===== src/common/axis_params.svh =====
// Default stream geometry only; tdata width must be a multiple of 8 so tkeep covers whole bytes

`ifndef AXIS_PARAMS_SVH
`define AXIS_PARAMS_SVH

// Stream payload width in bits
`define AXIS_DATA_BITS 32

// One keep bit per data byte
`define AXIS_KEEP_BITS (`AXIS_DATA_BITS / 8)

// Slices in the default chain, each adds one cycle of latency
`define AXIS_N_STAGES 2

`endif


===== src/common/axis_pkg.sv =====
// Beat and slice types shared by the stream slices; tid, tdest and tuser are not carried

`include "axis_params.svh"

package axis_pkg;

  // One stream beat as it travels between slices
  typedef struct packed {
    logic [`AXIS_DATA_BITS-1:0] tdata;  // Payload
    logic [`AXIS_KEEP_BITS-1:0] tkeep;  // Byte qualifiers
    logic                       tlast;  // End of packet marker
  } axis_beat_t;

  // Number of beats held inside one skid slice
  typedef enum logic [1:0] {
    SLICE_EMPTY = 2'd0,  // Nothing held, output idle
    SLICE_ONE   = 2'd1,  // Output register full, skid free
    SLICE_TWO   = 2'd2   // Both registers full, upstream stalled
  } slice_state_e;

endpackage


===== src/axis_reg/axis_reg.sv =====
// Two-entry skid slice with registered s_tready; one beat per clock and one cycle latency

module axis_reg (
  input  logic                 aclk,
  input  logic                 rst,
  input  logic                 s_tvalid,
  output logic                 s_tready,
  input  axis_pkg::axis_beat_t s_tdata,
  output logic                 m_tvalid,
  input  logic                 m_tready,
  output axis_pkg::axis_beat_t m_tdata
);

  axis_pkg::slice_state_e state;       // Beats currently held
  axis_pkg::slice_state_e state_next;
  axis_pkg::axis_beat_t   out_beat;    // Beat shown on the master side
  axis_pkg::axis_beat_t   skid_beat;   // Beat caught while the output stalls
  logic                   out_valid;   // Registered m_tvalid
  logic                   in_ready;    // Registered s_tready
  logic                   accept;      // Transfer on the slave side
  logic                   drain;       // Transfer on the master side
  logic                   load_out_in;   // Input goes straight to output
  logic                   load_out_skid; // Skid refills the output
  logic                   load_skid;     // Input parks in skid

  assign accept = s_tvalid && in_ready;
  assign drain  = out_valid && m_tready;

  // Occupancy FSM and datapath steering
  always_comb begin
    state_next    = state;
    load_out_in   = 1'b0;
    load_out_skid = 1'b0;
    load_skid     = 1'b0;
    case (state)
      axis_pkg::SLICE_EMPTY: begin
        if (accept) begin
          state_next  = axis_pkg::SLICE_ONE;  // Bypass skid when empty
          load_out_in = 1'b1;
        end
      end
      axis_pkg::SLICE_ONE: begin
        if (accept && drain) begin
          load_out_in = 1'b1;                 // Streaming case, count unchanged
        end else if (accept) begin
          state_next = axis_pkg::SLICE_TWO;   // Output stalled, catch in skid
          load_skid  = 1'b1;
        end else if (drain) begin
          state_next = axis_pkg::SLICE_EMPTY;
        end
      end
      axis_pkg::SLICE_TWO: begin
        // Upstream is held off here, so only a drain can happen
        if (drain) begin
          state_next    = axis_pkg::SLICE_ONE;
          load_out_skid = 1'b1;               // Skid moves up to output
        end
      end
      default: begin
        state_next = axis_pkg::SLICE_EMPTY;   // Unused encoding recovers to idle
      end
    endcase
  end

  // Control registers; handshake outputs come straight from flops
  always_ff @(posedge aclk) begin
    if (rst) begin
      state     <= axis_pkg::SLICE_EMPTY;
      out_valid <= 1'b0;
      in_ready  <= 1'b1;
    end else begin
      state     <= state_next;
      out_valid <= (state_next != axis_pkg::SLICE_EMPTY);  // Anything held is shown
      in_ready  <= (state_next != axis_pkg::SLICE_TWO);    // Room for one more beat
    end
  end

  // Payload registers
  always_ff @(posedge aclk) begin
    if (load_out_in) begin
      out_beat <= s_tdata;
    end else if (load_out_skid) begin
      out_beat <= skid_beat;
    end
    if (load_skid) begin
      skid_beat <= s_tdata;
    end
  end

  assign s_tready = in_ready;
  assign m_tvalid = out_valid;
  assign m_tdata  = out_beat;

  // A stalled beat must not change under the consumer
  a_hold_data : assert property (
    @(posedge aclk) disable iff (rst)
    (m_tvalid && !m_tready) |=> $stable(m_tdata)
  ) else $error("axis_reg: m_tdata changed while stalled");

  // Valid only drops after the beat was taken
  a_hold_valid : assert property (
    @(posedge aclk) disable iff (rst)
    (m_tvalid && !m_tready) |=> m_tvalid
  ) else $error("axis_reg: m_tvalid fell without a transfer");

  // Full slice never takes a third beat
  a_no_overfill : assert property (
    @(posedge aclk) disable iff (rst)
    (state == axis_pkg::SLICE_TWO) |-> !(s_tvalid && s_tready)
  ) else $error("axis_reg: beat accepted while holding two");

endmodule


===== src/axis_reg/axis_reg_array.sv =====
// Chain of N_STAGES skid slices; latency N_STAGES cycles, capacity 2*N_STAGES beats, N_STAGES >= 1

`include "axis_params.svh"

module axis_reg_array #(
  parameter int N_STAGES = `AXIS_N_STAGES
) (
  input  logic                 aclk,
  input  logic                 rst,
  input  logic                 s_tvalid,
  output logic                 s_tready,
  input  axis_pkg::axis_beat_t s_tdata,
  output logic                 m_tvalid,
  input  logic                 m_tready,
  output axis_pkg::axis_beat_t m_tdata
);

  localparam int OCC_BITS = $clog2(2 * N_STAGES + 1);  // Enough for a full chain

  logic [N_STAGES:0]                       link_tvalid;  // Link i feeds slice i
  logic [N_STAGES:0]                       link_tready;
  axis_pkg::axis_beat_t [N_STAGES:0]       link_tdata;
  logic                                    in_xfer;      // Beat enters the chain
  logic                                    out_xfer;     // Beat leaves the chain
  logic [OCC_BITS-1:0]                     occupancy;    // Beats inside all slices

  if (N_STAGES < 1) begin : g_bad_stages
    $fatal(1, "axis_reg_array: N_STAGES must be at least 1");
  end

  // Port mapping onto the end links
  assign link_tvalid[0]        = s_tvalid;
  assign link_tdata[0]         = s_tdata;
  assign s_tready              = link_tready[0];
  assign m_tvalid              = link_tvalid[N_STAGES];
  assign m_tdata               = link_tdata[N_STAGES];
  assign link_tready[N_STAGES] = m_tready;

  for (genvar i = 0; i < N_STAGES; i++) begin : g_slice
    axis_reg u_axis_reg (
      .aclk     (aclk),
      .rst      (rst),
      .s_tvalid (link_tvalid[i]),
      .s_tready (link_tready[i]),
      .s_tdata  (link_tdata[i]),
      .m_tvalid (link_tvalid[i+1]),
      .m_tready (link_tready[i+1]),
      .m_tdata  (link_tdata[i+1])
    );
  end

  assign in_xfer  = s_tvalid && s_tready;
  assign out_xfer = m_tvalid && m_tready;

  // Running count of beats held, used only by the checks below
  always_ff @(posedge aclk) begin
    if (rst) begin
      occupancy <= '0;
    end else if (in_xfer && !out_xfer) begin
      occupancy <= occupancy + OCC_BITS'(1);
    end else if (!in_xfer && out_xfer) begin
      occupancy <= occupancy - OCC_BITS'(1);
    end
  end

  // Source keeps its beat pending while the chain refuses it
  a_src_hold : assert property (
    @(posedge aclk) disable iff (rst)
    (s_tvalid && !s_tready) |=> (s_tvalid && $stable(s_tdata))
  ) else $error("axis_reg_array: slave beat dropped before acceptance");

  // Ready only drops once the first slice is really full
  a_ready_low_full : assert property (
    @(posedge aclk) disable iff (rst)
    !s_tready |-> (occupancy >= 2)
  ) else $error("axis_reg_array: s_tready low with room in first slice");

  // An empty chain shows nothing at the master
  a_empty_idle : assert property (
    @(posedge aclk) disable iff (rst)
    (occupancy == '0) |-> !m_tvalid
  ) else $error("axis_reg_array: m_tvalid high with no beat inside");

endmodule


===== config.mk =====
export PLATFORM = sky130hd
export DESIGN_NAME = axis_reg_array
export DESIGN_NICKNAME = d
export VERILOG_FILES = /design/src/common/axis_pkg.sv /design/src/axis_reg/axis_reg.sv /design/src/axis_reg/axis_reg_array.sv
export VERILOG_INCLUDE_DIRS = /design/src /design/src/common
export SDC_FILE = /design/constraint.sdc
export NUM_CORES = 1
export LEC_CHECK = 0
export ABC_CLOCK_PERIOD_IN_PS = 11600
export BUFFER_PORTS_ARGS = -buffer_cell sky130_fd_sc_hd__buf_2
export CAP_MARGIN = 20
export CORE_ASPECT_RATIO = 1.5
export CORE_MARGIN = 2
export CORE_UTILIZATION = 35
export DETAILED_ROUTE_END_ITERATION = 6
export GPL_TIMING_DRIVEN = 0
export PLACE_DENSITY = 0.5
export REMOVE_ABC_BUFFERS = 1
export SLEW_MARGIN = 20
export SYNTH_ARGS = -nofsm -noshare
export SYNTH_HDL_FRONTEND = slang
export SYNTH_HIERARCHICAL = 1
export SYNTH_SLANG_ARGS = --single-unit

===== constraint.sdc =====
create_clock -name aclk -period 11.6 [get_ports aclk]
set_input_delay 2.32 -clock aclk [delete_from_list [all_inputs] [get_ports aclk]]
set_output_delay 2.32 -clock aclk [all_outputs]
set_load 0.02 [all_outputs]

==> metrics.md <==
| Metric | Value |
|---|---|
| Width of the die | roughly 110 um |
| PortBufs | roughly 80 |
| Critical Path Sink Type | flip-flop |
| Mapped Area | 5933 sq um |
| Initial Util | 0.3555 |
| Fin. max-slew vios | 0 |
| Post-synthesis simple-gate area fraction | 0.01982 |
| Worst skew pair latency | about 0.41 ns |
| Core area | 16690 sq um |
| Netlist cell types | 20 |
| WL per Instance | 17.17 um |
| Fill count | 1503 |
| Sequential area share after synthesis | 0.7760 |
| TritonCTS buffer count | 17 |
| Critical path cell sequence | buf_2 -> a21boi_2 -> nor3_4 -> buf_8 -> a41o_2 -> buf_12 |
| CTS clk-pin slew, worst paths | 0.06 ns |
| Final worst-path setup slack | 7.704 ns |
| CP max stage delay | 0.62 ns |
| Register area | 4604 sq um |
| Pin count of the biggest net entering global routing | 28 |
| Overflow left after global routing | 0 |
| Initial DRC Count | 105 |
| Fin. Hold Viols | 0 |
| Max-Cap Viols | 0 |
| Post-Route Skew | 0.009292 ns |
| Area post-placement | 6716 sq um |
| Vias per inst | 4.669 |
| Status | finished clean |
| TritonCTS clock tree | built |
| Deepest clock path buffer count | 2 |
| Largest fanout on the critical path | 27 |
| Worst path required time | 11.70 ns |
| #FFs+latches synth | 156 |
| Multiplexer area fraction after synthesis | 0.1645 |
| Setup TNS | 0 ns |
| Die Y-Extent | around 160 um |
| Initial antenna violation count | 0 |
| Non-filler cells in the finished layout | 599 |
| Pre-CTS setup slack | 7.222 ns |
| Avg Inst Size Synth | 21.97 sq um |
| First-pass GRT wire length | 15950 um |
| Power Density | 188.5 nW/um^2 |
| Setup bufs post-CTS | 0 |
| Multi-input logic area | between 1000 and 1500 sq um |
| Share of layout cells above drive strength 1 | 0.5296 |
| Ant. Diodes | 0 |
| Final Cycle Share | 0.3359 |
| Net count, final | 417 |
| GRT Overall Usage | 0.1208 |
| WL final | 10280 um |
| CTS resizes | 0 |
| Final setup fails | 0 |
| Most common cell after layout, fill and taps aside | edfxtp_1 |
| Worst path bufs/invs | 3 |
| Post-DP HPWL | 7075 um |
| Element type at the critical path start | input pin |
| Hold slack | 0.4480 ns |
| Most frequent cells in the layout | 148 x edfxtp_1, 79 x buf_2, 38 x mux2_4 |
| VDD IR-drop max | ~0.080 mV |
| Design Power | approximately 1.4 mW |
| Clock Sink Count | 156 |
| YS warnings | 6 |
| Slew HR | 0.5134 |
| Crit path time final | 3.896 ns |
| Post-synthesis adder-cell area fraction | 0 |
| Root Buffer | clkbuf_16 |
| Max Fclk | 256.7 MHz |
| Rows | 58 |
| Leakage | 2.616 nW |
| Post-DRT Antenna Nets | 0 |
| 1st-pass router iterations | 4 |
| CP arrival | 4.00 ns |
| Hold buffer count at CTS | 0 |
| Largest family of logic cells by synthesized area | multiplexers |
| Post-Place Cells | between 500 and 600 |
| Post-layout util | 0.4347 |
| Die area | around 18000 sq um |
| Synth Area in Compound Gates | 0.01856 |
| Vias in the first global route | slightly below 3000 |
| Slowest cell on crit path | nor3_4 |
| Remaining DRCs | 0 |
| # IOs | 80 |
| Delay-heaviest family, CP | buffers and inverters |
| Measured slew at the worst slew-check pin | 0.7275 ns |
| HP Class | reg -> reg |
| Critical path class | in -> reg |
| Area growth syn-to-layout | 22.29% |
| H-tree depth | 4 |
| Cells after Synth | 270 |
| Routed vias | 2797 |
| Xor/xnor share of the synthesized area | 0 |
| Final Cell Area | 7256 sq um |
| RSZ-0062 raised after global routing | no |
| Gp weighted congestion | 0.7308 |
==> cell type report <==
cell class / count / area share
flip-flops and latches: 156 / 0.6346
multi-input cells: 104 / 0.1693
repair buffers: 95 / 0.08450
clock buffers: 18 / 0.05915
well taps: 210 / 0.03621
clock inverters: 14 / 0.01518
inverters: 2 / 0.001035
==> sequential cells by signal (all words and copies together), names as in the netlist <==
name                          count
g_slice.u_axis_reg/m_tdata       74
g_slice.u_axis_reg/skid_beat     74
g_slice.u_axis_reg/m_tvalid       2
g_slice.u_axis_reg/state          4
g_slice.u_axis_reg/s_tready       2
==> power breakdown <==
| part | internal, mW | total (mW) | switching (mW) |
|---|---|---|---|
| clock | 0.278 | 0.507 | 0.229 |
| combinational | 0.0780 | 0.164 | 0.0858 |
| sequential | 0.679 | 0.697 | 0.0180 |
==> logic make-up (layout without fill, tap and decap cells) <==
family / count (synthesis) / in the layout
mux: 74 / 74
simple gates: 16 / 16
buf+inv: 10 / 129
flops: 156 / 156
compound gates: 14 / 14
==> metal layers <==
layer,global-route usage,vias to the layer above,part of all wire
met3,0.02793,10,0.036
met5,0,-,0
met1,0.1379,1421,0.40
met4,0.05114,0,0.015
met2,0.2131,59,0.55
li1,-,1307,-
==> worst reg2reg max path, stage by stage, from the launching register on <==
cell,delay (ns)
dfxtp_1,0.50
nand2_1,0.20
nor3_4,0.60
buf_8,0.24
a41o_2,0.32
buf_12,0.25
==> path summary, 6_finish.rpt <==
kind                                                   to  slack [ns]                                  startpoint  cells after the start
max            g_slice[1].u_axis_reg/m_tdata[8]$_DFFE_PP_        7.70                                    m_tready                      6
min          g_slice[1].u_axis_reg/skid_beat[7]$_DFFE_PP_        0.45  g_slice[0].u_axis_reg/m_tdata[7]$_DFFE_PP_                      0
max reg2reg    g_slice[1].u_axis_reg/m_tdata[8]$_DFFE_PP_        9.17   g_slice[1].u_axis_reg/s_tready$_SDFF_PP1_                      5
min reg2reg  g_slice[1].u_axis_reg/skid_beat[7]$_DFFE_PP_        0.45  g_slice[0].u_axis_reg/m_tdata[7]$_DFFE_PP_                      0
==> synth_stat cells <==
cell type,count,area (sq um)
dfxtp_1,8,160.2
a21oi_1,2,10.01
a41o_1,2,20.02
buf_6,2,22.52
edfxtp_1,148,4444
nor3b_1,4,30.03
nand2_1,4,15.01
mux2_2,36,405.4
mux2_4,38,570.6
inv_1,2,7.510
nor4bb_1,2,20.02
o21ai_0,2,10.01
a211o_1,2,17.52
nand4_1,2,12.51
a21boi_2,2,22.52
buf_4,2,15.01
and4b_1,2,20.02
nor3_2,2,20.02
a211oi_1,4,30.03
buf_12,4,80.08
Note: power is estimated with default switching activity, not from simulation.
